[config.mk]
export PLATFORM = sky130hd
export DESIGN_NAME = conv_pad_top
export DESIGN_NICKNAME = d
export VERILOG_FILES = /design/src/conv_pad_pkg.sv /design/src/conv_tuser_gen.sv /design/src/pad_filter.sv /design/src/pad_out_stage.sv /design/src/conv_pad_top.sv
export VERILOG_INCLUDE_DIRS = /design/src
export SDC_FILE = /design/constraint.sdc
export NUM_CORES = 1
export LEC_CHECK = 0
export ABC_AREA = 1
export BUFFER_PORTS_ARGS = -buffer_cell sky130_fd_sc_hd__clkbuf_2
export CELL_PAD_IN_SITES_DETAIL_PLACEMENT = 2
export CELL_PAD_IN_SITES_GLOBAL_PLACEMENT = 2
export CORE_ASPECT_RATIO = 0.5
export CORE_MARGIN = 8
export CORE_UTILIZATION = 34
export DETAILED_ROUTE_END_ITERATION = 12
export GPL_ROUTABILITY_DRIVEN = 0
export GPL_TIMING_DRIVEN = 0
export PLACE_DENSITY = 0.89
export RECOVER_POWER = 25
export SYNTH_ARGS = -nofsm -noshare
export SYNTH_HDL_FRONTEND = slang
export SYNTH_SLANG_ARGS = --single-unit
[constraint.sdc]
create_clock -name aclk -period 8.77 [get_ports aclk]
set_input_delay 0.4385 -clock aclk [delete_from_list [all_inputs] [get_ports aclk]]
set_output_delay 0.4385 -clock aclk [all_outputs]
set_load 0.02 [all_outputs]
[src/conv_pad_macros.svh]
/* project-wide sizes, field widths and side-band bit positions for the padding path
   include wherever a size or a side-band bit is needed */
`ifndef CONV_PAD_MACROS_SVH
`define CONV_PAD_MACROS_SVH

// kernel and stride limits
`define KW_MAX          7
`define KW2_MAX         (`KW_MAX / 2)
`define SW_MAX          2
`define MEMBERS         12

// field widths
`define BITS_KW         3
`define BITS_KW2        2
`define BITS_SW         1
`define BITS_MEMBERS    4
`define BITS_OUT_SHIFT  4
`define BITS_COLS       8
`define BITS_CIN        6

// side-band word layout, kw2 takes bits 5:4
`define TUSER_WIDTH     7
`define I_IS_CONFIG     0
`define I_IS_CIN_LAST   1
`define I_IS_COL_VALID  2
`define I_IS_COLS_1_K2  3
`define I_KW2           4
`define I_SW_1          6

// kernel k and stride s pairs that get lookup entries
`define KS_COMBS_EXPR   (k > s)

`endif

[src/conv_pad_pkg.sv]
/* shared types of the padding path, imported by every module that uses them */
`default_nettype none

`include "conv_pad_macros.svh"

package conv_pad_pkg;

    // side-band word that travels with each beat
    typedef logic [`TUSER_WIDTH-1:0]    tuser_t;

    // configuration fields
    typedef logic [`BITS_KW2-1:0]       kw2_t;
    typedef logic [`BITS_SW-1:0]        sw_t;

    // 0 center, odd values left, even values right
    typedef logic [`BITS_KW-1:0]        clr_code_t;

    // output shifts
    typedef logic [`BITS_MEMBERS-1:0]   shift_a_t;
    typedef logic [`BITS_OUT_SHIFT-1:0] shift_b_t;

    // beat counters
    typedef logic [`BITS_COLS-1:0]      cols_t;
    typedef logic [`BITS_CIN-1:0]       cin_t;

    // input sequencer
    typedef enum logic [1:0] {SEQ_IDLE, SEQ_CONFIG, SEQ_RUN} seq_state_t;

endpackage

`default_nettype wire

[src/conv_tuser_gen.sv]
/* input side sequencer; on start it sends one config beat and then one row of
   column by channel beats, each with its side-band word */
`default_nettype none

`include "conv_pad_macros.svh"

module conv_tuser_gen
    import conv_pad_pkg::*;
(
    input  wire        aclk,
    input  wire        aclken,
    input  wire        reset,
    input  wire        start,
    input  wire kw2_t  kw2,
    input  wire sw_t   sw_1,
    input  wire cols_t cols_1,
    input  wire cin_t  cin_1,
    output logic       valid_in,
    output tuser_t     user_in
);

    seq_state_t state;

    // configuration held for the whole row
    kw2_t  kw2_q;
    sw_t   sw_1_q;
    cols_t cols_1_q;
    cin_t  cin_1_q;

    // counters of the beat now on user_in
    cols_t col_cnt;
    cin_t  cin_cnt;

    cols_t  nxt_col;
    cin_t   nxt_cin;
    cols_t  col_mark;
    logic   row_done;
    tuser_t cfg_word;
    tuser_t run_word;

    function automatic tuser_t make_word(input logic cfg, input logic cin_last,
                                         input logic col_valid, input logic mark,
                                         input kw2_t k2, input sw_t s1);
        tuser_t w;
        w = '0;
        w[`I_IS_CONFIG]    = cfg;
        w[`I_IS_CIN_LAST]  = cin_last;
        w[`I_IS_COL_VALID] = col_valid;
        w[`I_IS_COLS_1_K2] = mark;
        w[`I_KW2 +: `BITS_KW2] = k2;
        w[`I_SW_1 +: `BITS_SW] = s1;
        return w;
    endfunction

    // channel index runs fastest, first run beat starts at zero
    always_comb begin
        if (state == SEQ_CONFIG) begin
            nxt_col = '0;
            nxt_cin = '0;
        end else if (cin_cnt == cin_1_q) begin
            nxt_col = cols_t'(col_cnt + 1'b1);
            nxt_cin = '0;
        end else begin
            nxt_col = col_cnt;
            nxt_cin = cin_t'(cin_cnt + 1'b1);
        end
    end

    // marker column sits kw2 columns before the last one
    assign col_mark = cols_t'(cols_1_q - cols_t'(kw2_q));
    assign row_done = (col_cnt == cols_1_q) && (cin_cnt == cin_1_q);

    // config word uses the live inputs, they are latched in the same cycle
    assign cfg_word = make_word(1'b1, 1'b0, 1'b0, 1'b0, kw2, sw_1);
    assign run_word = make_word(1'b0, nxt_cin == cin_1_q, 1'b1, nxt_col == col_mark,
                                kw2_q, sw_1_q);

    always_ff @(posedge aclk) begin
        if (reset) begin
            state    <= SEQ_IDLE;
            valid_in <= 1'b0;
            user_in  <= '0;
            col_cnt  <= '0;
            cin_cnt  <= '0;
        end else if (aclken) begin
            case (state)
                SEQ_RUN: begin
                    if (!row_done) begin
                        col_cnt  <= nxt_col;
                        cin_cnt  <= nxt_cin;
                        user_in  <= run_word;
                    end else if (start) begin
                        // new row straight after the last beat
                        valid_in <= 1'b1;
                        user_in  <= cfg_word;
                        state    <= SEQ_CONFIG;
                    end else begin
                        valid_in <= 1'b0;
                        user_in  <= '0;
                        state    <= SEQ_IDLE;
                    end
                end
                SEQ_CONFIG: begin
                    valid_in <= 1'b1;
                    col_cnt  <= nxt_col;
                    cin_cnt  <= nxt_cin;
                    user_in  <= run_word;
                    state    <= SEQ_RUN;
                end
                default: begin
                    if (start) begin
                        valid_in <= 1'b1;
                        user_in  <= cfg_word;
                        state    <= SEQ_CONFIG;
                    end
                end
            endcase
        end
    end

    // config latch, only taken when a config beat is issued
    always_ff @(posedge aclk) begin
        if (aclken && start && (state == SEQ_IDLE || (state == SEQ_RUN && row_done))) begin
            kw2_q    <= kw2;
            sw_1_q   <= sw_1;
            cols_1_q <= cols_1;
            cin_1_q  <= cin_1;
        end
    end

endmodule

`default_nettype wire

[src/pad_filter.sv]
/* padding filter; turns the side-band flags of each beat into per member clr codes,
   a valid mask and the two output shift amounts */
`default_nettype none

`include "conv_pad_macros.svh"

module pad_filter
    import conv_pad_pkg::*;
(
    input  wire                           aclk,
    input  wire                           aclken,
    input  wire                           reset,
    input  wire                           valid_in,
    input  wire tuser_t                   user_in,
    output logic                          valid_mask,
    output clr_code_t [`MEMBERS-1:0]      clr,
    output shift_a_t                      shift_a,
    output shift_b_t                      shift_b
);

    localparam int KW2_MAX = `KW2_MAX;
    localparam int SW_MAX  = `SW_MAX;
    localparam int MEMBERS = `MEMBERS;

    kw2_t kw2_w;
    sw_t  sw_1_w;
    logic is_config;
    logic is_cin_last;
    logic is_col_valid;
    logic is_cols_1_k2;
    logic reg_en;

    // bit j of col_end set during column cols_1-kw2+j
    logic [KW2_MAX:1] col_end_in;
    logic [KW2_MAX:1] col_end_q;
    logic [KW2_MAX:0] col_end;
    // bit j of col_start set during column j-1
    logic [KW2_MAX:1] col_start_in;
    logic [KW2_MAX:1] col_start;

    clr_code_t clr_left_in;
    clr_code_t clr_left;
    logic      start_hit;

    shift_b_t [KW2_MAX:0][SW_MAX-1:0] lut_shift_b;

    // fields of the current beat
    assign kw2_w        = user_in[`I_KW2 +: `BITS_KW2];
    assign sw_1_w       = user_in[`I_SW_1 +: `BITS_SW];
    assign is_config    = user_in[`I_IS_CONFIG];
    assign is_cin_last  = user_in[`I_IS_CIN_LAST];
    assign is_col_valid = user_in[`I_IS_COL_VALID];
    assign is_cols_1_k2 = user_in[`I_IS_COLS_1_K2];

    // registers step once per column and once on config
    assign reg_en = aclken && valid_in && (is_cin_last || is_config);

    // config clears both chains and bits above kw2 are dropped
    assign col_end_in[1]   = !is_config && is_cols_1_k2 && (kw2_w != 0);
    assign col_start_in[1] = is_config ? (kw2_w != 0) : col_end[kw2_w];

    for (genvar k = 2; k <= KW2_MAX; k++) begin : g_chain
        assign col_end_in[k]   = !is_config && col_end_q[k-1] && (kw2_w >= k);
        assign col_start_in[k] = !is_config && col_start[k-1] && (kw2_w >= k);
    end

    // index 0 stands for kw = 1 which has no end column
    assign col_end = {col_end_q, 1'b0};

    // left code 2*(kw2-c)-1 of the next column with c = j-1
    always_comb begin
        clr_left_in = '0;
        for (int j = 1; j <= KW2_MAX; j++) begin
            if (col_start_in[j])
                clr_left_in = clr_code_t'(2 * int'(kw2_w) - 2 * j + 1);
        end
    end

    always_ff @(posedge aclk) begin
        if (reset) begin
            col_end_q <= '0;
            col_start <= '0;
            clr_left  <= '0;
        end else if (reg_en) begin
            col_end_q <= col_end_in;
            col_start <= col_start_in;
            clr_left  <= clr_left_in;
        end
    end

    // right codes only on the member before the last of each kernel group
    for (genvar m = 0; m < MEMBERS; m++) begin : g_member
        logic [KW2_MAX:0] last_member;
        logic [KW2_MAX:1] col_end_m;
        clr_code_t        clr_right;

        assign last_member[0] = 1'b0;
        for (genvar k2 = 1; k2 <= KW2_MAX; k2++) begin : g_kw
            assign last_member[k2] = (m % (2 * k2 + 1)) == (2 * k2 - 1);
        end

        // non selected members load zero so an old kernel leaves nothing behind
        always_ff @(posedge aclk) begin
            if (reset)
                col_end_m <= '0;
            else if (reg_en)
                col_end_m <= last_member[kw2_w] ? col_end_in : '0;
        end

        // 2*j for the set end bit
        always_comb begin
            clr_right = '0;
            for (int j = 1; j <= KW2_MAX; j++) begin
                if (col_end_m[j])
                    clr_right = clr_code_t'(2 * j);
            end
        end

        assign clr[m] = clr_left | clr_right;
    end

    // first kw2 columns of a row are masked
    always_comb begin
        start_hit = 1'b0;
        for (int j = 1; j <= KW2_MAX; j++) begin
            if (col_start[j] && (j <= int'(kw2_w)))
                start_hit = 1'b1;
        end
    end

    assign valid_mask = (is_col_valid && !start_hit) || is_config;

    // shift_a carries kw2 only on the last column of the row
    assign shift_a = col_end[kw2_w] ? shift_a_t'(kw2_w) : '0;

    // shift_b table with one entry per kernel and stride
    for (genvar k2 = 0; k2 <= KW2_MAX; k2++) begin : g_shift_kw
        for (genvar s1 = 0; s1 < SW_MAX; s1++) begin : g_shift_sw
            localparam int k = 2 * k2 + 1;
            localparam int s = s1 + 1;
            localparam int j = k + s - 1;

            if (k2 != 0 && `KS_COMBS_EXPR) begin : g_entry
                assign lut_shift_b[k2][s1] = shift_b_t'(MEMBERS / j - 1);
            end else begin : g_none
                assign lut_shift_b[k2][s1] = '0;
            end
        end
    end

    assign shift_b = lut_shift_b[kw2_w][sw_1_w];

endmodule

`default_nettype wire

[src/pad_out_stage.sv]
/* registered output boundary; carries the filter results one cycle on
   with a beat-valid flag */
`default_nettype none

`include "conv_pad_macros.svh"

module pad_out_stage
    import conv_pad_pkg::*;
(
    input  wire                           aclk,
    input  wire                           aclken,
    input  wire                           reset,
    input  wire                           valid_in,
    input  wire                           valid_mask,
    input  wire clr_code_t [`MEMBERS-1:0] clr,
    input  wire shift_a_t                 shift_a,
    input  wire shift_b_t                 shift_b,
    output logic                          out_valid,
    output logic                          out_mask,
    output clr_code_t [`MEMBERS-1:0]      out_clr,
    output shift_a_t                      out_shift_a,
    output shift_b_t                      out_shift_b
);

    // beat flag and mask
    always_ff @(posedge aclk) begin
        if (reset) begin
            out_valid <= 1'b0;
            out_mask  <= 1'b0;
        end else if (aclken) begin
            out_valid <= valid_in;
            // mask qualified by the beat
            out_mask  <= valid_in && valid_mask;
        end
    end

    // results of the same beat
    always_ff @(posedge aclk) begin
        if (reset) begin
            out_clr     <= '0;
            out_shift_a <= '0;
            out_shift_b <= '0;
        end else if (aclken) begin
            out_clr     <= clr;
            out_shift_a <= shift_a;
            out_shift_b <= shift_b;
        end
    end

endmodule

`default_nettype wire

[src/conv_pad_top.sv]
/* top of the padding control path; sequencer, filter and output stage
   chained one stage each */
`default_nettype none

`include "conv_pad_macros.svh"

module conv_pad_top
    import conv_pad_pkg::*;
(
    input  wire                      aclk,
    input  wire                      aclken,
    input  wire                      reset,
    input  wire                      start,
    input  wire kw2_t                kw2,
    input  wire sw_t                 sw_1,
    input  wire cols_t               cols_1,
    input  wire cin_t                cin_1,
    output logic                     out_valid,
    output logic                     out_mask,
    output clr_code_t [`MEMBERS-1:0] out_clr,
    output shift_a_t                 out_shift_a,
    output shift_b_t                 out_shift_b
);

    // beat stream into the filter
    logic   valid_in;
    tuser_t user_in;

    // filter results
    logic                      valid_mask;
    clr_code_t [`MEMBERS-1:0]  clr;
    shift_a_t                  shift_a;
    shift_b_t                  shift_b;

    conv_tuser_gen u_tuser_gen (
        .aclk     (aclk),
        .aclken   (aclken),
        .reset    (reset),
        .start    (start),
        .kw2      (kw2),
        .sw_1     (sw_1),
        .cols_1   (cols_1),
        .cin_1    (cin_1),
        .valid_in (valid_in),
        .user_in  (user_in)
    );

    pad_filter u_pad_filter (
        .aclk       (aclk),
        .aclken     (aclken),
        .reset      (reset),
        .valid_in   (valid_in),
        .user_in    (user_in),
        .valid_mask (valid_mask),
        .clr        (clr),
        .shift_a    (shift_a),
        .shift_b    (shift_b)
    );

    pad_out_stage u_out_stage (
        .aclk        (aclk),
        .aclken      (aclken),
        .reset       (reset),
        .valid_in    (valid_in),
        .valid_mask  (valid_mask),
        .clr         (clr),
        .shift_a     (shift_a),
        .shift_b     (shift_b),
        .out_valid   (out_valid),
        .out_mask    (out_mask),
        .out_clr     (out_clr),
        .out_shift_a (out_shift_a),
        .out_shift_b (out_shift_b)
    );

endmodule

`default_nettype wire

==> impl_metrics.prom <==
# TYPE chip_impl_metric gauge
chip_impl_info{name="status",value="finished clean"} 1
chip_impl_metric{name="syn_inst",unit=""} 564
chip_impl_metric{name="asyncSetResetFlopFracSynth",unit="%"} 0
chip_impl_metric{name="grtUsageTotal",unit="%"} 22.02
chip_impl_metric{name="post_synth_instance_area",unit="µm²"} 4131
chip_impl_info{name="grt_setup_unrepaired",value="no"} 1
chip_impl_metric{name="worst_ir_drop_vdd",unit="V"} 0.00009661
chip_impl_metric{name="cts_hold_buffers",unit=""} 0
chip_impl_metric{name="totalNegativeSetupSlack",unit="ps"} 0
chip_impl_metric{name="die_h",unit="µm"} 93.95
chip_impl_info{name="ctsRootBufferMaster",value="sky130_fd_sc_hd__clkbuf_16"} 1
chip_impl_metric{name="initial_core_util",unit="%"} 34.89
chip_impl_metric{name="core",unit="µm²"} 11840
chip_impl_metric{name="cts_post_setup_buffers_inserted",unit=""} 0
chip_impl_metric{name="clk_pin_slew",unit="ps"} 70
chip_impl_metric{name="maxCapViolCount",unit=""} 0
chip_impl_info{name="netlist_top_cells_area",value="sky130_fd_sc_hd__dfxtp_1 27%, sky130_fd_sc_hd__edfxtp_1 12%, sky130_fd_sc_hd__nand2_1 11%"} 1
chip_impl_metric{name="top_level_ports",unit=""} 67
chip_impl_info{name="primary_flip_flop_cell_chosen_by_synthesis_mapping",value="sky130_fd_sc_hd__dfxtp_1"} 1
chip_impl_metric{name="routed_via_density",unit=""} 5.048
chip_impl_metric{name="syn_avg_cell_area",unit="µm²"} 7.325
chip_impl_info{name="clock_tree_from_tritoncts",value="done"} 1
chip_impl_metric{name="area_growth",unit="%"} 20.53
chip_impl_metric{name="design_power_total",unit="µW"} 1090
chip_impl_metric{name="numCtsBuffers",unit=""} 9
chip_impl_metric{name="final-setup-viol-count",unit=""} 0
chip_impl_metric{name="timing.fmax",unit="MHz"} 369.3
chip_impl_metric{name="timing.critical_path.fanout_max",unit=""} 10
chip_impl_metric{name="design.final.nets",unit=""} 675
chip_impl_metric{name="grt_start_max_net_pins",unit=""} 15
chip_impl_info{name="synth_most_common_cell",value="sky130_fd_sc_hd__nand2_1"} 1
chip_impl_metric{name="post-synth-top-area-fraction",unit="%"} 27.14
chip_impl_metric{name="post_drt_wl_per_cell",unit="µm"} 21.33
chip_impl_metric{name="worst_clock_skew",unit="ps"} 10.70
chip_impl_metric{name="dr.first_iter.drc_count",unit=""} 169
chip_impl_metric{name="post_layout_nonfiller_instances",unit=""} 811
chip_impl_metric{name="ctsLongestPathBuffers",unit=""} 2
chip_impl_metric{name="cts_resized",unit=""} 0
chip_impl_metric{name="vias",unit=""} 4094
chip_impl_info{name="synth_top_area_cell",value="sky130_fd_sc_hd__dfxtp_1"} 1
chip_impl_metric{name="post_route_cells_drive_above_1_share",unit="%"} 18.42
chip_impl_info{name="min_path_type",value="primary input to register"} 1
chip_impl_metric{name="final_hold_viol_count",unit=""} 0
chip_impl_metric{name="worstSkewPairLatency",unit="ps"} 360
chip_impl_metric{name="die-area",unit="µm²"} 16150
chip_impl_metric{name="detailedRoute.firstPassIterationCount",unit=""} 4
chip_impl_metric{name="floorplan.rows",unit=""} 28
chip_impl_metric{name="clock_sinks",unit=""} 73
chip_impl_metric{name="grt_pass1_wl",unit="µm"} 27050
chip_impl_metric{name="static-leakage-power",unit="µW"} 0.002299
chip_impl_info{name="crit_type",value="register to register"} 1
chip_impl_metric{name="max-slew-margin-rel",unit="%"} 50.45
chip_impl_metric{name="place_inst",unit=""} 795
chip_impl_metric{name="first_global_vias",unit=""} 4669
chip_impl_metric{name="die_width",unit="µm"} 171.9
chip_impl_metric{name="powerDensity",unit="nW/µm²"} 218.8
chip_impl_metric{name="netlist-cell-type-count",unit=""} 37
chip_impl_metric{name="ant_nets",unit=""} 0
chip_impl_metric{name="worstPathRequired",unit="ps"} 8830
chip_impl_metric{name="yosys_warnings",unit=""} 0
chip_impl_info{name="crit_path_start_kind",value="register"} 1
chip_impl_metric{name="drv_slew",unit=""} 0
chip_impl_metric{name="drt_wl_total",unit="µm"} 17300
chip_impl_metric{name="htreeDepth",unit=""} 3
chip_impl_metric{name="seq_area_frac_synth",unit="%"} 39.49
chip_impl_info{name="critical_path.endpoint_type",value="register"} 1
chip_impl_metric{name="final_global_route_overflow_total",unit=""} 0
chip_impl_info{name="netlist_top_cells_count",value="125 x sky130_fd_sc_hd__nand2_1, 73 x sky130_fd_sc_hd__inv_1, 56 x sky130_fd_sc_hd__dfxtp_1"} 1
chip_impl_metric{name="fin_crit",unit="ps"} 2708
chip_impl_metric{name="n_antenna_cell",unit=""} 0
chip_impl_metric{name="port_buffers",unit=""} 62
chip_impl_metric{name="post-route-drc-count",unit=""} 0
chip_impl_metric{name="critPathArrivalTime",unit="ps"} 2760
chip_impl_metric{name="yosys_register_bits",unit=""} 73
chip_impl_metric{name="antenna_found_initial",unit=""} 0
chip_impl_metric{name="edff_count_synth",unit=""} 17
chip_impl_metric{name="finalCritPeriodShare",unit="%"} 30.88
chip_impl_metric{name="tightest_slew",unit="ps"} 743.3
chip_impl_metric{name="hpwl",unit="µm"} 11440
kinds of logic after synthesis:
family	after synthesis	synth area share (%)
AO/OA/AOI/OAI	99	13.45
XOR/XNOR	14	2.968
adder cells (fa/ha/maj)	13	4.119
buffers and inverters	125	14.48
flip-flops	73	39.49
other	1	0.09077
AND/OR/NAND/NOR	239	25.41
path summary, 6_finish.rpt:
| path | slack (ps) | startpoint | cells past startpoint | to |
|---|---|---|---|---|
| setup reg to reg | 6060 | u_tuser_gen.col_cnt[0]$_SDFFE_PP0P_ | 9 | u_tuser_gen.cols_1_q[6]$_DFFE_PP_ |
| hold reg to reg | 490 | u_pad_filter.col_end_q[1]$_SDFFE_PP0P_ | 2 | u_pad_filter.col_end_q[1]$_SDFFE_PP0P_ |
| hold / removal | 250 | cin_1[1] | 1 | u_tuser_gen.cin_1_q[1]$_DFFE_PP_ |
| setup / recovery | 6060 | u_tuser_gen.col_cnt[0]$_SDFFE_PP0P_ | 9 | u_tuser_gen.cols_1_q[6]$_DFFE_PP_ |
layout by cell type (no fill, tap or decap), types with 10 or more instances in the layout:
cell type                   netlist  layout
sky130_fd_sc_hd__inv_1           73      73
sky130_fd_sc_hd__clkbuf_16        0      10
sky130_fd_sc_hd__nand4_1         16      16
sky130_fd_sc_hd__o21ai_0         32      32
sky130_fd_sc_hd__nand2_1        125     125
sky130_fd_sc_hd__clkbuf_2         1      43
sky130_fd_sc_hd__clkbuf_1         9      29
sky130_fd_sc_hd__nor2_1          52      52
sky130_fd_sc_hd__buf_4           31      31
sky130_fd_sc_hd__nand3_1         25      25
sky130_fd_sc_hd__a21oi_1         34      34
sky130_fd_sc_hd__o21ai_1         10      10
sky130_fd_sc_hd__xor2_1          13      13
sky130_fd_sc_hd__edfxtp_1        17      17
sky130_fd_sc_hd__dfxtp_1         56      56
sky130_fd_sc_hd__ha_1            12      12
per-layer routing:
| metal | GRT usage, % | vias up | wire length, µm |
|---|---|---|---|
| met5 | 0 | - | 0 |
| met1 | 25.31 | 2059 | 7367 |
| met3 | 4.151 | 16 | 623 |
| met2 | 41.41 | 78 | 9119 |
| li1 | - | 1941 | - |
| met4 | 5.773 | 0 | 191 |
power by group:
part / internal, µW / switching (µW)
clock network: 240 / 166
registers: 373 / 36.0
logic: 84.3 / 190
cell type report:
type	instances	area, µm²
multi-input combinational	369	1926
fill	1409	6862
buffer	45	297.8
clock inverter	6	71.32
inverter	80	300.3
sequential	73	1632
timing repair buffer	63	296.5
clock buffer	10	250.2
tap	165	206.4
flip-flops by register name, summed over array words and instances, names as in the netlist:
signal,cells
u_out_stage.out_shift_b,2
u_tuser_gen.cin_1_q,6
u_tuser_gen.sw_1_q,1
u_tuser_gen.cin_cnt,6
u_out_stage.out_clr,9
u_tuser_gen.user_in,7
u_out_stage.out_shift_a,2
u_pad_filter.clr_left,3
u_out_stage.out_mask,1
u_tuser_gen.cols_1_q,8
u_pad_filter.g_member.col_end_m,9
u_pad_filter.col_end_q,2
u_pad_filter.col_start,3
u_tuser_gen.kw2_q,2
u_tuser_gen.valid_in,1
u_tuser_gen.col_cnt,8
u_tuser_gen.state,2
u_out_stage.out_valid,1
per-stage QoR:
step | setup WS (ps) | hold slack, ps | util [%] | instance area, µm²
final | 6062 | 251.1 | 42.05 | 4980
after global routing | 5982 | 252.7 | 42.05 | 4980
after CTS | 6086 | 248.7 | 42.27 | 5005
after detailed placement | 6217 | 471.0 | 39.55 | 4683
after global placement | 4896 | 455.5 | 39.35 | 4659
after floorplan | 5923 | 441.7 | - | 4143
critical path, cell delays in order, from the launching register on:
cell and delay (ps):
sky130_fd_sc_hd__dfxtp_1 510, sky130_fd_sc_hd__inv_1 190, sky130_fd_sc_hd__nand2_1 110, sky130_fd_sc_hd__nand2_1 60, sky130_fd_sc_hd__nor2_1 120, sky130_fd_sc_hd__nand2_1 70, sky130_fd_sc_hd__nor2_1 250, sky130_fd_sc_hd__nand3_2 210
sky130_fd_sc_hd__a211oi_4 610, sky130_fd_sc_hd__buf_6 270
(Power assumes the default switching activity.)
